===== config.mk =====
export PLATFORM = sky130hd
export DESIGN_NAME = ctrlport_subsys
export DESIGN_NICKNAME = d
export VERILOG_FILES = /design/src/subsys_regs_pkg.sv /design/src/ctrlport_pkg.sv /design/src/ctrlport_if.sv /design/src/ctrlport_subsys.sv /design/src/ctrlport_ram.sv /design/src/ctrlport_cfg_regs.sv /design/src/ctrlport_decoder.sv /design/src/ctrlport_arbiter.sv
export VERILOG_INCLUDE_DIRS = /design/src
export SDC_FILE = /design/constraint.sdc
export NUM_CORES = 2
export LEC_CHECK = 0
export BUFFER_PORTS_ARGS = -buffer_cell sky130_fd_sc_hd__buf_4
export CAP_MARGIN = 30
export CORE_UTILIZATION = 43
export DETAILED_ROUTE_END_ITERATION = 7
export SLEW_MARGIN = 25
export SYNTH_ARGS = -nofsm -noshare
export SYNTH_HDL_FRONTEND = slang
export SYNTH_SLANG_ARGS = --single-unit

===== constraint.sdc =====
create_clock -name ctrlport_clk -period 4.71 [get_ports ctrlport_clk]
set_clock_uncertainty 0.1 [all_clocks]
set_input_delay 0.942 -clock ctrlport_clk [delete_from_list [all_inputs] [get_ports ctrlport_clk]]
set_output_delay 0.942 -clock ctrlport_clk [all_outputs]
set_load 0.05 [all_outputs]

===== src/ctrlport_config.svh =====
// **************************************************
// Control-port subsystem build parameters
// **************************************************
`ifndef CTRLPORT_CONFIG_SVH
`define CTRLPORT_CONFIG_SVH
`default_nettype none

// Bus geometry
`define CTRLPORT_NUM_MASTERS 2
`define CTRLPORT_ADDR_W      20
`define CTRLPORT_DATA_W      32
`define CTRLPORT_BYTE_EN_W   4

// Address map, each window spans 2**WIN_W bytes
`define WIN_W     8
`define CFG_BASE  20'h00000
`define RAM_BASE  20'h00100
`define RAM_DEPTH 64

// Register offsets inside the configuration window
`define ARB_CTRL_OFS  8'h00
`define SCRATCH_OFS   8'h04
`define SCRATCH_WORDS 4

`default_nettype wire
`endif

===== src/subsys_regs_pkg.sv =====
// **************************************************
// Register map types for the arbiter control word
// **************************************************
`include "ctrlport_config.svh"
`default_nettype none

package subsys_regs_pkg;

  typedef enum logic {
    ROUND_ROBIN = 1'b0,
    PRIORITY    = 1'b1
  } arb_mode_t;

  // Field view of ARB_CTRL: mode in bit 0, enable mask from bit 8
  typedef struct packed {
    logic [23-`CTRLPORT_NUM_MASTERS:0] rsvd_hi;
    logic [`CTRLPORT_NUM_MASTERS-1:0]  master_en;
    logic [6:0]                        rsvd_lo;
    arb_mode_t                         mode;
  } arb_ctrl_fields_t;

  // Same word seen raw on the bus or split into fields
  typedef union packed {
    logic [31:0]      raw;
    arb_ctrl_fields_t f;
  } arb_ctrl_u;

  // Writable bits, everything else reads as zero
  localparam logic [31:0] ARB_CTRL_MASK =
    {{(24-`CTRLPORT_NUM_MASTERS){1'b0}}, {`CTRLPORT_NUM_MASTERS{1'b1}}, 7'b0, 1'b1};

  // Round robin with every master enabled
  localparam logic [31:0] ARB_CTRL_RESET =
    {{(24-`CTRLPORT_NUM_MASTERS){1'b0}}, {`CTRLPORT_NUM_MASTERS{1'b1}}, 7'b0, 1'b0};

endpackage

`default_nettype wire


===== src/ctrlport_pkg.sv =====
// **************************************************
// Control-port bus types: request, response, status
// **************************************************
`include "ctrlport_config.svh"
`default_nettype none

package ctrlport_pkg;

  typedef logic [`CTRLPORT_ADDR_W-1:0]    ctrlport_addr_t;
  typedef logic [`CTRLPORT_DATA_W-1:0]    ctrlport_data_t;
  typedef logic [`CTRLPORT_BYTE_EN_W-1:0] ctrlport_byte_en_t;

  // Response status codes, TSERR kept for encoding only
  typedef enum logic [1:0] {
    OKAY   = 2'b00,
    CMDERR = 2'b01,
    TSERR  = 2'b10,
    SLVERR = 2'b11
  } ctrlport_status_t;

  // One-cycle strobe request, wr and rd exclusive
  typedef struct packed {
    logic              wr;
    logic              rd;
    ctrlport_addr_t    addr;
    ctrlport_data_t    data;
    ctrlport_byte_en_t byte_en;
  } ctrlport_req_t;

  typedef struct packed {
    logic             ack;
    ctrlport_status_t status;
    ctrlport_data_t   data;
  } ctrlport_resp_t;

  // Replace the enabled bytes of a stored word
  function automatic ctrlport_data_t byte_merge(
    input ctrlport_data_t    old_word,
    input ctrlport_data_t    new_word,
    input ctrlport_byte_en_t byte_en
  );
    ctrlport_data_t result;
    result = old_word;
    for (int b = 0; b < `CTRLPORT_BYTE_EN_W; b++) begin
      if (byte_en[b]) begin
        result[8*b +: 8] = new_word[8*b +: 8];
      end
    end
    return result;
  endfunction

endpackage

`default_nettype wire


===== src/ctrlport_if.sv =====
// **************************************************
// Control-port link: one request and one response
// **************************************************
`default_nettype none

interface ctrlport_if
  import ctrlport_pkg::*;
();

  // Request from master, response from target
  ctrlport_req_t  req;
  ctrlport_resp_t resp;

  // Requester side
  modport master (
    output req,
    input  resp
  );

  // Target side
  modport slave (
    input  req,
    output resp
  );

endinterface

`default_nettype wire


===== src/ctrlport_subsys.sv =====
// **************************************************
// Control-port subsystem top: arbiter, decoder, regs, RAM
// **************************************************
`include "ctrlport_config.svh"
`default_nettype none

module ctrlport_subsys
  import ctrlport_pkg::*;
  import subsys_regs_pkg::*;
(
  input  logic ctrlport_clk,
  input  logic arst_n,
  // Flat per-master requests
  input  logic [`CTRLPORT_NUM_MASTERS-1:0]                    req_wr,
  input  logic [`CTRLPORT_NUM_MASTERS-1:0]                    req_rd,
  input  logic [`CTRLPORT_ADDR_W*`CTRLPORT_NUM_MASTERS-1:0]   req_addr,
  input  logic [`CTRLPORT_DATA_W*`CTRLPORT_NUM_MASTERS-1:0]   req_data,
  input  logic [`CTRLPORT_BYTE_EN_W*`CTRLPORT_NUM_MASTERS-1:0] req_byte_en,
  // Flat per-master responses
  output logic [`CTRLPORT_NUM_MASTERS-1:0]                    resp_ack,
  output logic [$bits(ctrlport_status_t)*`CTRLPORT_NUM_MASTERS-1:0] resp_status,
  output logic [`CTRLPORT_DATA_W*`CTRLPORT_NUM_MASTERS-1:0]   resp_data
);

  localparam int N     = `CTRLPORT_NUM_MASTERS;
  localparam int AW    = `CTRLPORT_ADDR_W;
  localparam int DW    = `CTRLPORT_DATA_W;
  localparam int BW    = `CTRLPORT_BYTE_EN_W;
  localparam int STS_W = $bits(ctrlport_status_t);

  ctrlport_if mst_ctrlport [N] ();
  ctrlport_if arb_ctrlport ();
  ctrlport_if cfg_ctrlport ();
  ctrlport_if ram_ctrlport ();

  // Arbiter steering from the config block
  arb_mode_t      arb_mode;
  logic [N-1:0]   master_en;

  // Slice the flat vectors onto one link per master
  for (genvar i = 0; i < N; i++) begin : g_map
    assign mst_ctrlport[i].req = '{wr: req_wr[i], rd: req_rd[i],
                                   addr: req_addr[AW*i +: AW],
                                   data: req_data[DW*i +: DW],
                                   byte_en: req_byte_en[BW*i +: BW]};
    assign resp_ack[i]                   = mst_ctrlport[i].resp.ack;
    assign resp_status[STS_W*i +: STS_W] = mst_ctrlport[i].resp.status;
    assign resp_data[DW*i +: DW]         = mst_ctrlport[i].resp.data;
  end

  ctrlport_arbiter #(
    .NUM_MASTERS (N)
  ) u_arbiter (
    .ctrlport_clk (ctrlport_clk),
    .arst_n       (arst_n),
    .s_ctrlport   (mst_ctrlport),
    .m_ctrlport   (arb_ctrlport),
    .mode         (arb_mode),
    .master_en    (master_en)
  );

  ctrlport_decoder u_decoder (
    .ctrlport_clk (ctrlport_clk),
    .arst_n       (arst_n),
    .s_ctrlport   (arb_ctrlport),
    .cfg_ctrlport (cfg_ctrlport),
    .ram_ctrlport (ram_ctrlport)
  );

  ctrlport_cfg_regs u_cfg_regs (
    .ctrlport_clk (ctrlport_clk),
    .arst_n       (arst_n),
    .s_ctrlport   (cfg_ctrlport),
    .mode         (arb_mode),
    .master_en    (master_en)
  );

  ctrlport_ram u_ram (
    .ctrlport_clk (ctrlport_clk),
    .arst_n       (arst_n),
    .s_ctrlport   (ram_ctrlport)
  );

endmodule

`default_nettype wire


===== src/ctrlport_ram.sv =====
// **************************************************
// Byte-enabled scratch RAM, acked two cycles later
// **************************************************
`include "ctrlport_config.svh"
`default_nettype none

module ctrlport_ram
  import ctrlport_pkg::*;
(
  input  logic      ctrlport_clk,
  input  logic      arst_n,
  ctrlport_if.slave s_ctrlport
);

  localparam int IDX_W = $clog2(`RAM_DEPTH);

  ctrlport_data_t   mem [`RAM_DEPTH];
  logic [IDX_W-1:0] idx;
  logic             strobe, stage_ack, ack_q;
  ctrlport_data_t   stage_data, data_q;

  assign strobe = s_ctrlport.req.wr | s_ctrlport.req.rd;
  // Word index within the window
  assign idx    = s_ctrlport.req.addr[2 +: IDX_W];

  always_ff @(posedge ctrlport_clk or negedge arst_n) begin
    if (!arst_n) begin
      stage_ack <= 1'b0;
      ack_q     <= 1'b0;
    end else begin
      stage_ack <= strobe;
      ack_q     <= stage_ack;
    end
  end

  always_ff @(posedge ctrlport_clk) begin
    if (s_ctrlport.req.wr) begin
      mem[idx] <= byte_merge(mem[idx], s_ctrlport.req.data, s_ctrlport.req.byte_en);
    end
    // Read data captured before any write lands, writes return zero
    stage_data <= s_ctrlport.req.rd ? mem[idx] : '0;
    data_q     <= stage_data;
  end

  // Every access to this window succeeds
  assign s_ctrlport.resp = '{ack: ack_q, status: OKAY, data: data_q};

endmodule

`default_nettype wire


===== src/ctrlport_cfg_regs.sv =====
// **************************************************
// Arbiter control and scratch registers
// **************************************************
`include "ctrlport_config.svh"
`default_nettype none

module ctrlport_cfg_regs
  import ctrlport_pkg::*;
  import subsys_regs_pkg::*;
(
  input  logic                             ctrlport_clk,
  input  logic                             arst_n,
  ctrlport_if.slave                        s_ctrlport,
  output arb_mode_t                        mode,
  output logic [`CTRLPORT_NUM_MASTERS-1:0] master_en
);

  localparam int SCR_IDX_W = $clog2(`SCRATCH_WORDS);
  localparam logic [`WIN_W-1:0] ARB_OFS = `ARB_CTRL_OFS;
  localparam logic [`WIN_W-1:0] SCR_LO  = `SCRATCH_OFS;
  localparam logic [`WIN_W-1:0] SCR_HI  = `WIN_W'(`SCRATCH_OFS + 4*`SCRATCH_WORDS);

  arb_ctrl_u            arb_ctrl;
  ctrlport_data_t       scratch [`SCRATCH_WORDS];
  logic [`WIN_W-1:0]    ofs;
  logic [`WIN_W-1:0]    scr_rel;
  logic [SCR_IDX_W-1:0] scr_idx;
  logic                 strobe, is_arb, is_scr, ack_q;
  ctrlport_data_t       rd_word, data_q;
  ctrlport_status_t     status_q;

  assign strobe  = s_ctrlport.req.wr | s_ctrlport.req.rd;
  assign ofs     = s_ctrlport.req.addr[`WIN_W-1:0];
  assign scr_rel = ofs - SCR_LO;
  assign scr_idx = scr_rel[2 +: SCR_IDX_W];
  assign is_arb  = ofs == ARB_OFS;
  // Scratch words are word aligned only
  assign is_scr  = (ofs >= SCR_LO) && (ofs < SCR_HI) && (ofs[1:0] == 2'b00);

  // Unused offsets read as zero
  assign rd_word = is_arb ? arb_ctrl.raw : (is_scr ? scratch[scr_idx] : '0);

  always_ff @(posedge ctrlport_clk or negedge arst_n) begin
    if (!arst_n) begin
      arb_ctrl.raw <= ARB_CTRL_RESET;
      ack_q        <= 1'b0;
    end else begin
      ack_q <= strobe;
      // Reserved bits forced low on every write
      if (s_ctrlport.req.wr && is_arb) begin
        arb_ctrl.raw <= byte_merge(arb_ctrl.raw, s_ctrlport.req.data,
                                   s_ctrlport.req.byte_en) & ARB_CTRL_MASK;
      end
    end
  end

  always_ff @(posedge ctrlport_clk) begin
    if (s_ctrlport.req.wr && is_scr) begin
      scratch[scr_idx] <= byte_merge(scratch[scr_idx], s_ctrlport.req.data,
                                     s_ctrlport.req.byte_en);
    end
    if (strobe) begin
      status_q <= (is_arb || is_scr) ? OKAY : SLVERR;
      data_q   <= s_ctrlport.req.rd ? rd_word : '0;
    end
  end

  assign s_ctrlport.resp = '{ack: ack_q, status: status_q, data: data_q};

  // Field view of the same word drives the arbiter
  assign mode      = arb_ctrl.f.mode;
  assign master_en = arb_ctrl.f.master_en;

endmodule

`default_nettype wire


===== src/ctrlport_decoder.sv =====
// **************************************************
// Address decoder steering requests to two targets
// **************************************************
`include "ctrlport_config.svh"
`default_nettype none

module ctrlport_decoder
  import ctrlport_pkg::*;
(
  input  logic       ctrlport_clk,
  input  logic       arst_n,
  ctrlport_if.slave  s_ctrlport,
  ctrlport_if.master cfg_ctrlport,
  ctrlport_if.master ram_ctrlport
);

  localparam ctrlport_addr_t CFG_BASE_A = `CFG_BASE;
  localparam ctrlport_addr_t RAM_BASE_A = `RAM_BASE;

  logic strobe, cfg_hit, ram_hit, miss_ack;

  assign strobe  = s_ctrlport.req.wr | s_ctrlport.req.rd;
  // Window match on the bits above the window offset
  assign cfg_hit = s_ctrlport.req.addr[`CTRLPORT_ADDR_W-1:`WIN_W] ==
                   CFG_BASE_A[`CTRLPORT_ADDR_W-1:`WIN_W];
  assign ram_hit = s_ctrlport.req.addr[`CTRLPORT_ADDR_W-1:`WIN_W] ==
                   RAM_BASE_A[`CTRLPORT_ADDR_W-1:`WIN_W];

  // Same fields to both targets, strobes only to the hit one
  always_comb begin
    cfg_ctrlport.req    = s_ctrlport.req;
    cfg_ctrlport.req.wr = s_ctrlport.req.wr & cfg_hit;
    cfg_ctrlport.req.rd = s_ctrlport.req.rd & cfg_hit;
    ram_ctrlport.req    = s_ctrlport.req;
    ram_ctrlport.req.wr = s_ctrlport.req.wr & ram_hit;
    ram_ctrlport.req.rd = s_ctrlport.req.rd & ram_hit;
  end

  // Unmapped access answered locally one cycle later
  always_ff @(posedge ctrlport_clk or negedge arst_n) begin
    if (!arst_n) begin
      miss_ack <= 1'b0;
    end else begin
      miss_ack <= strobe & ~cfg_hit & ~ram_hit;
    end
  end

  // AND-OR merge, valid since a single request is in flight
  always_comb begin
    s_ctrlport.resp.ack    = cfg_ctrlport.resp.ack | ram_ctrlport.resp.ack | miss_ack;
    s_ctrlport.resp.status = ctrlport_status_t'(
        ({2{cfg_ctrlport.resp.ack}} & cfg_ctrlport.resp.status) |
        ({2{ram_ctrlport.resp.ack}} & ram_ctrlport.resp.status) |
        ({2{miss_ack}} & SLVERR));
    // Miss data stays zero
    s_ctrlport.resp.data   =
        ({`CTRLPORT_DATA_W{cfg_ctrlport.resp.ack}} & cfg_ctrlport.resp.data) |
        ({`CTRLPORT_DATA_W{ram_ctrlport.resp.ack}} & ram_ctrlport.resp.data);
  end

endmodule

`default_nettype wire


===== src/ctrlport_arbiter.sv =====
// **************************************************
// Merges master ports onto one downstream port under
// a run-time arbitration mode and enable mask
// **************************************************
`include "ctrlport_config.svh"
`default_nettype none

module ctrlport_arbiter
  import ctrlport_pkg::*;
  import subsys_regs_pkg::*;
#(
  parameter int NUM_MASTERS = `CTRLPORT_NUM_MASTERS
) (
  input  logic                   ctrlport_clk,
  input  logic                   arst_n,
  ctrlport_if.slave              s_ctrlport [NUM_MASTERS],
  ctrlport_if.master             m_ctrlport,
  input  arb_mode_t              mode,
  input  logic [NUM_MASTERS-1:0] master_en
);

  localparam int IDX_W = (NUM_MASTERS > 1) ? $clog2(NUM_MASTERS) : 1;

  ctrlport_req_t          live_req [NUM_MASTERS];
  ctrlport_req_t          held_req [NUM_MASTERS];
  ctrlport_req_t          sel_req  [NUM_MASTERS];
  logic [NUM_MASTERS-1:0] strobe, pending, valid, cand, refuse_set;
  logic [NUM_MASTERS-1:0] grant_oh, refuse_oh, ack_q;
  logic [IDX_W-1:0]       owner, last_grant, win_idx, refuse_idx;
  logic                   busy, win_found, refuse_ok, ds_ack;

  // Downstream request register
  logic              ds_wr, ds_rd;
  ctrlport_addr_t    ds_addr;
  ctrlport_data_t    ds_data;
  ctrlport_byte_en_t ds_byte_en;

  // Shared response payload, only one master acked per cycle
  ctrlport_status_t resp_status_q;
  ctrlport_data_t   resp_data_q;

  for (genvar i = 0; i < NUM_MASTERS; i++) begin : g_port
    assign live_req[i] = s_ctrlport[i].req;
    assign strobe[i]   = live_req[i].wr | live_req[i].rd;
    // A fresh strobe bypasses the holding register
    assign sel_req[i]  = strobe[i] ? live_req[i] : held_req[i];
    assign s_ctrlport[i].resp = '{ack: ack_q[i], status: resp_status_q, data: resp_data_q};
  end

  assign valid      = strobe | pending;
  assign cand       = valid & master_en;
  assign refuse_set = valid & ~master_en;
  assign ds_ack     = busy & m_ctrlport.resp.ack;

  // Winner pick, loops run backwards so the first in order wins
  always_comb begin
    int idx;
    win_found = 1'b0;
    win_idx   = '0;
    idx       = 0;
    if (mode == PRIORITY) begin
      // Lowest index first, fixed latency when uncontended
      for (int i = NUM_MASTERS-1; i >= 0; i--) begin
        if (cand[i]) begin
          win_found = 1'b1;
          win_idx   = IDX_W'(i);
        end
      end
    end else begin
      // Search starts just after the previous winner
      for (int k = NUM_MASTERS; k >= 1; k--) begin
        idx = int'(last_grant) + k;
        if (idx >= NUM_MASTERS) idx = idx - NUM_MASTERS;
        if (cand[idx]) begin
          win_found = 1'b1;
          win_idx   = IDX_W'(idx);
        end
      end
    end
  end

  // Disabled master to refuse, lowest index first
  always_comb begin
    refuse_idx = '0;
    for (int i = NUM_MASTERS-1; i >= 0; i--) begin
      if (refuse_set[i]) refuse_idx = IDX_W'(i);
    end
  end

  // Refusal waits while a downstream ack takes the response slot
  assign refuse_ok = (|refuse_set) & ~ds_ack;
  assign grant_oh  = (!busy && win_found) ? NUM_MASTERS'(1) << win_idx : '0;
  assign refuse_oh = refuse_ok ? NUM_MASTERS'(1) << refuse_idx : '0;

  always_ff @(posedge ctrlport_clk or negedge arst_n) begin
    if (!arst_n) begin
      pending    <= '0;
      busy       <= 1'b0;
      owner      <= '0;
      last_grant <= IDX_W'(NUM_MASTERS-1);
      ds_wr      <= 1'b0;
      ds_rd      <= 1'b0;
      ack_q      <= '0;
    end else begin
      // Anything not served this cycle stays pending
      pending <= valid & ~grant_oh & ~refuse_oh;
      ds_wr   <= 1'b0;
      ds_rd   <= 1'b0;
      if (!busy && win_found) begin
        ds_wr      <= sel_req[win_idx].wr;
        ds_rd      <= sel_req[win_idx].rd;
        busy       <= 1'b1;
        owner      <= win_idx;
        last_grant <= win_idx;
      end else if (ds_ack) begin
        busy <= 1'b0;
      end
      // Ack back to the owner one cycle after the target ack
      ack_q <= (ds_ack ? NUM_MASTERS'(1) << owner : '0) | refuse_oh;
    end
  end

  always_ff @(posedge ctrlport_clk) begin
    for (int i = 0; i < NUM_MASTERS; i++) begin
      if (strobe[i]) held_req[i] <= live_req[i];
    end
    if (!busy && win_found) begin
      ds_addr    <= sel_req[win_idx].addr;
      ds_data    <= sel_req[win_idx].data;
      ds_byte_en <= sel_req[win_idx].byte_en;
    end
    if (ds_ack) begin
      resp_status_q <= m_ctrlport.resp.status;
      resp_data_q   <= m_ctrlport.resp.data;
    end else if (refuse_ok) begin
      resp_status_q <= CMDERR;
      resp_data_q   <= '0;
    end
  end

  assign m_ctrlport.req = '{wr: ds_wr, rd: ds_rd, addr: ds_addr,
                            data: ds_data, byte_en: ds_byte_en};

endmodule

`default_nettype wire


After elaboration in Yosys (flattened, before gate mapping)

Memories as Yosys holds them, arrays and structs flattened. A register that Yosys moved wholly into a read port is not among the register bits.
Index checks and enable logic that the tools add are counted.

Bits in latches: 0
Output and inout port bits: 70
Bits in read-only memories: 0
Bits in registers: 204
Bits of input ports: 118
Word-level logic and storage cells: 158
Memory bits (writable): 2,292
Memories kept: 3

Memories:

| name               | words | bits a word | rd ports | clocked after memory_dff | write ports | line                    | RTL |
|---|---|---|---|---|---|---|---|
| u_ram.mem          | 64    | 32          | 1        | 1                        | 1           | ctrlport_ram.sv:17      | `` ctrlport_data_t mem [`RAM_DEPTH]; `` |
| u_cfg_regs.scratch | 4     | 32          | 1        | 0                        | 1           | ctrlport_cfg_regs.sv:24 | `` ctrlport_data_t scratch [`SCRATCH_WORDS]; `` |
| u_arbiter.held_req | 2     | 58          | 2        | 0                        | 2           | ctrlport_arbiter.sv:25  | `ctrlport_req_t held_req [NUM_MASTERS];` |

Bitwise operators: 35
Reductions and logical operators: 16
Multipliers: 0
$add $sub $neg: 5
Eq/ne operators: 1
Shifts and indexed selects: 3
Divide/modulo/power cells: 0
Mux-type cells: 65
$lt $le $gt $ge: 7

Operators by type and width:

| cell                                                  | number |
|---|---|
| two-way mux 58 bit                                    | 5 |
| two-way mux 32 bit                                    | 6 |
| two-way mux 8 bit                                     | 16 |
| AND 32 bit                                            | 2 |
| >= comparator 32 x 3 -> 1 bit (second input constant) | 2 |
| < comparator 32 x 3 -> 1 bit (second input constant)  | 2 |
| subtractor 32 x 3 -> 32 bit (second input constant)   | 2 |
| OR 32 bit                                             | 1 |
| two-way mux 1 bit                                     | 29 |
| two-way mux 10 bit                                    | 2 |
| == test 12 x 1 -> 1 bit (second input constant)       | 1 |
| zero test 12 bit                                      | 1 |
| two-way mux 2 bit                                     | 6 |
| AND 2 bit                                             | 5 |
| AND 1 bit                                             | 8 |
| >= comparator 8 x 3 -> 1 bit (second input constant)  | 1 |
| zero test 8 bit                                       | 1 |
| < comparator 8 x 5 -> 1 bit (second input constant)   | 1 |
| OR 1 bit                                              | 7 |
| two-way mux 6 bit                                     | 1 |
| NOT 2 bit                                             | 3 |
| OR 2 bit                                              | 3 |
| left shift 1 x 1 -> 2 bit (first input constant)      | 3 |
| logical AND 1 bit                                     | 5 |
| other kinds (13)                                      | 19 |

Depth between registers and ports, before layout

Depth in word-level cells: 15
Gate-level depth with buffers: 12
Gate-level depth less buffers: 7

Hierarchy

A second synthesis with hierarchy kept.

Cells, all modules: 5,896
Area total of the unflattened synthesis: 98,263.0 sq um

Modules (own cells, without submodules):

| module            | instances | seq. area each (sq um) | cells each | area each (sq um) |
|---|---|---|---|---|
| ctrlport_ram      | 1         | 62,830.3               | 4,874      | 81,977.4 |
| ctrlport_arbiter  | 1         | 5,251.3                | 526        | 8,279.2 |
| ctrlport_cfg_regs | 1         | 4,937.2                | 328        | 6,720.2 |
| ctrlport_decoder  | 1         | 25.0                   | 168        | 1,286.2 |

Worst setup path before layout

Ideal clock, no wire load.

Path type: input port to flip-flop
Start point: input port req_wr[0]
End point: register (tool-made name)
Library setup time: 0.127 ns
Buffers on the path: 1
Path slack: -0.489 ns
Required time: 4.483 ns
Data arrival time: 4.972 ns
Cell stages on the path: 5
Cell sequence: or2_1 clkbuf_1 o21ai_1 a21oi_1 mux2_2

RTL lines:

| what        | line                  | RTL |
|---|---|---|
| from (decl) | ctrlport_subsys.sv:14 | `` input logic [`CTRLPORT_NUM_MASTERS-1:0] req_wr, `` |

==> results.sh <==
export IMPL_status="completed"
export IMPL_synth_area_leaders="edfxtp_1 72%, mux4_2 6.9%, mux2i_1 5.4%"
export IMPL_power_density_nw_per_um2=389.4
export IMPL_power_mw=43.15
export IMPL_rsz0062_at_grt="false"
export IMPL_wl_per_cell_um=32.46
export IMPL_reg2reg_depth=8
export IMPL_cp_end_kind="flip-flop"
export IMPL_fill_cells=17960
export IMPL_yosys_warnings=0
export IMPL_numCtsBuffers=238
export IMPL_clock_latency_ps=930
export IMPL_io_buffer_count=187
export IMPL_worst_ir_drop_vdd_uv=428.9
export IMPL_die_area_um2=225400
export IMPL_cts_tree="built"
export IMPL_grt_max_degree=71
export IMPL_worstPathMaxFanout=64
export IMPL_num_vias=50880
export IMPL_async_flop_share_pct=0.6397
export IMPL_hold_viol_final=0
export IMPL_path_clk_slew_ps=60
export IMPL_num_rows=173
export IMPL_start_kind="flip-flop"
export IMPL_tightest_slew_ps=1076
export IMPL_finalSetupTns_ps=0
export IMPL_synth_avg_cell_area_um2=19.42
export IMPL_period_needed_ps=4353
export IMPL_synth_common_cells="2299 x edfxtp_1, 521 x mux2i_1, 294 x mux4_2"
export IMPL_synth_edf_count=2299
export IMPL_worstPathRequired_ps=5140
export IMPL_finalCritPeriodShare_pct=92.41
export IMPL_drt_first_pass_iters=6
export IMPL_syn_num_nets=5072
export IMPL_crit_type="reg2reg"
export IMPL_drt_iter0_drc=6775
export IMPL_setup_violations=0
export IMPL_synth_most_common_cell="edfxtp_1"
export IMPL_grt_pass1_wl_um=383900
export IMPL_place_gp_congestion=0.8236
export IMPL_drive_above_1_share_pct=25.67
export IMPL_htree_levels=4
export IMPL_min_from="req_rd[0]"
export IMPL_cap_violations=0
export IMPL_r2r_end="u_ram.mem[47][4]"
export IMPL_whs_endpoint="u_arbiter.held_req[0][56]"
export IMPL_antenna_found_initial=23
export IMPL_synth_distinct_cells=70
export IMPL_postLayoutCellArea_um2=110800
export IMPL_cp_arrival_ps=4780
export IMPL_fin_nets=5465
export IMPL_drv_slew=0
export IMPL_clock_root_buffer="clkbuf_16"
export IMPL_grt_remaining_overflow=0
export IMPL_synthCells=4949
export IMPL_hpwl_um=157100
export IMPL_io_pins=188
export IMPL_synth_seq_area_share_pct=76.11
export IMPL_max_freq_ghz=0.2297
export IMPL_hold_class="in2reg"
export IMPL_yosysTopAreaCellShare_pct=71.82
export IMPL_placed_area_um2=103100
export IMPL_detail_route_antenna_nets=0
export IMPL_numClockSinks=2501
export IMPL_die_width_um=474.8
export IMPL_p_leak_nw=36.69
export IMPL_core_area_um2=222300
export IMPL_yosysTopAreaCell="edfxtp_1"
export IMPL_chipHeight_um=474.8
export IMPL_route_detailed_drc=0
export IMPL_gr_usage_all_layers_pct=24.41
export IMPL_synth_seq_cells=2501
export IMPL_post_cts_buffers=0
export IMPL_initial_utilization_pct=43.24
export IMPL_synthToLayoutAreaGrowth_pct=15.27
export IMPL_vias_per_cell=5.965
export IMPL_synth_cell_area_um2=96130
export IMPL_rrSetupSlack_ps=360
export IMPL_clockBufferDepth=3
export IMPL_ys_dominant_reg_cell="edfxtp_1"
export IMPL_slew_limit_headroom_pct=28.26
export IMPL_hold_depth=2
export IMPL_grt_pass1_vias=49170
export IMPL_routed_wl_um=276900
routing by layer:
| layer | part of all wire, % | vias to the layer above | wire (um) | GRT usage [%] |
|---|---|---|---|---|
| met4 | 2.9 | 6 | 8024 | 7.254 |
| met3 | 9.6 | 426 | 26620 | 4.404 |
| li1 | - | 20820 | - | - |
| met5 | 0.012 | - | 34 | 0 |
| met1 | 41 | 26890 | 113400 | 34.84 |
| met2 | 47 | 2730 | 128800 | 38.21 |
power by group:
part | total [mW] | leakage, nW | switching (mW) | internal, mW
logic | 0.319 | 10.5 | 0.139 | 0.180
clock network | 18.8 | 3.71 | 8.38 | 10.5
registers | 24.0 | 22.5 | 0.0206 | 24.0
layout make-up:
type	count	area, um2	area share (%)
Antenna cell	8	20.02	0.01807
Clock buffer	314	6374	5.752
Clock inverter	131	1267	1.144
Inverter	21	78.83	0.07114
Multi-Input combinational cell	2112	21630	19.52
Sequential cell	2501	73180	66.04
Tap cell	2975	3722	3.359
Timing Repair Buffer	468	4537	4.094
cell families after synthesis:
group | share of synthesized area [%]
and+or+nand+nor | 3.119
DFF | 76.11
AOI/OAI and AO/OA | 3.510
buffers and inverters | 2.153
adders and majority gates | 0.06508
muxes | 15.04
stage by stage:
stage	hold WS (ps)	util, %	std cells	setup slack [ps]
2_1_floorplan	209.6	-	4949	395.5
3_3_place_gp	212.0	46.34	8072	46.59
4_1_cts	103.4	49.81	8522	220.3
5_1_grt	139.8	49.84	8523	276.9
6_report	167.1	49.84	8530	357.3
3_5_place_dp	212.1	46.37	8076	239.6
layout by cell type (no fill, tap or decap), drive strengths merged, types with 4 or more instances in the layout:
master / synthesis / layout
a21o: 4 / 4
a21oi: 80 / 80
a221oi: 24 / 24
a22o: 27 / 27
a22oi: 219 / 219
a31oi: 9 / 9
and2: 37 / 37
and3: 22 / 22
and4: 18 / 18
buf: 203 / 467
bufinv: 0 / 17
clkbuf: 112 / 314
clkinv: 0 / 106
dfrtp: 13 / 13
dfxtp: 186 / 186
diode: 0 / 8
edfxtp: 2299 / 2299
ha: 5 / 5
inv: 21 / 26
mux2: 233 / 233
mux2i: 521 / 521
mux4: 294 / 294
nand2: 119 / 119
nand2b: 8 / 8
nand3: 87 / 87
nand3b: 7 / 7
nand4: 35 / 35
nor2: 120 / 120
nor2b: 52 / 52
nor3: 14 / 14
nor4: 9 / 9
nor4b: 5 / 5
o211ai: 6 / 6
o21ai: 56 / 56
o22ai: 40 / 40
or2: 4 / 4
or4: 17 / 17
timing repair:
item | 4_1_cts | 5_1_grt
endpoints found under the hold margin | 16 | 0
hold buffers | 1 | 0
resized for setup | 0 | 0
worst max-delay path, stage by stage, from the launching register on:
cell,delay (ps)
dfxtp_4,870
buf_12,250
buf_4,320
mux4_2,350
a22o_1,250
a221oi_1,840
and3_1,280
o21ai_1,100
mux2_4,520
flip-flops by register name, indices dropped and copies added (netlist names), 2 cells and up, named ones only:
name,count
u_arbiter.ack_q,2
u_ram.stage_data,32
u_ram.mem,2048
u_arbiter.resp_status_q,2
u_cfg_regs.data_q,32
u_arbiter.ds_byte_en,4
u_arbiter.ds_addr,20
u_cfg_regs.scratch,128
u_arbiter.pending,2
u_arbiter.held_req,116
u_cfg_regs.arb_ctrl,3
u_ram.data_q,32
u_arbiter.resp_data_q,32
u_arbiter.ds_data,32
worst max-delay path by stage:
stage / start / to / slack, ps / cells past startpoint
after detailed placement: flip-flop / u_ram.mem[46][4] / 240 / 8
final: flip-flop / u_ram.mem[47][4] / 360 / 8
after global placement: flip-flop / u_ram.mem[46][13] / 50 / 7
after floorplan: flip-flop / u_ram.mem[0][30] / 400 / 11
after CTS: flip-flop / u_ram.mem[46][4] / 220 / 8
after global routing: flip-flop / u_ram.mem[2][9] / 280 / 9
Note: power is estimated with default switching activity, not from simulation.
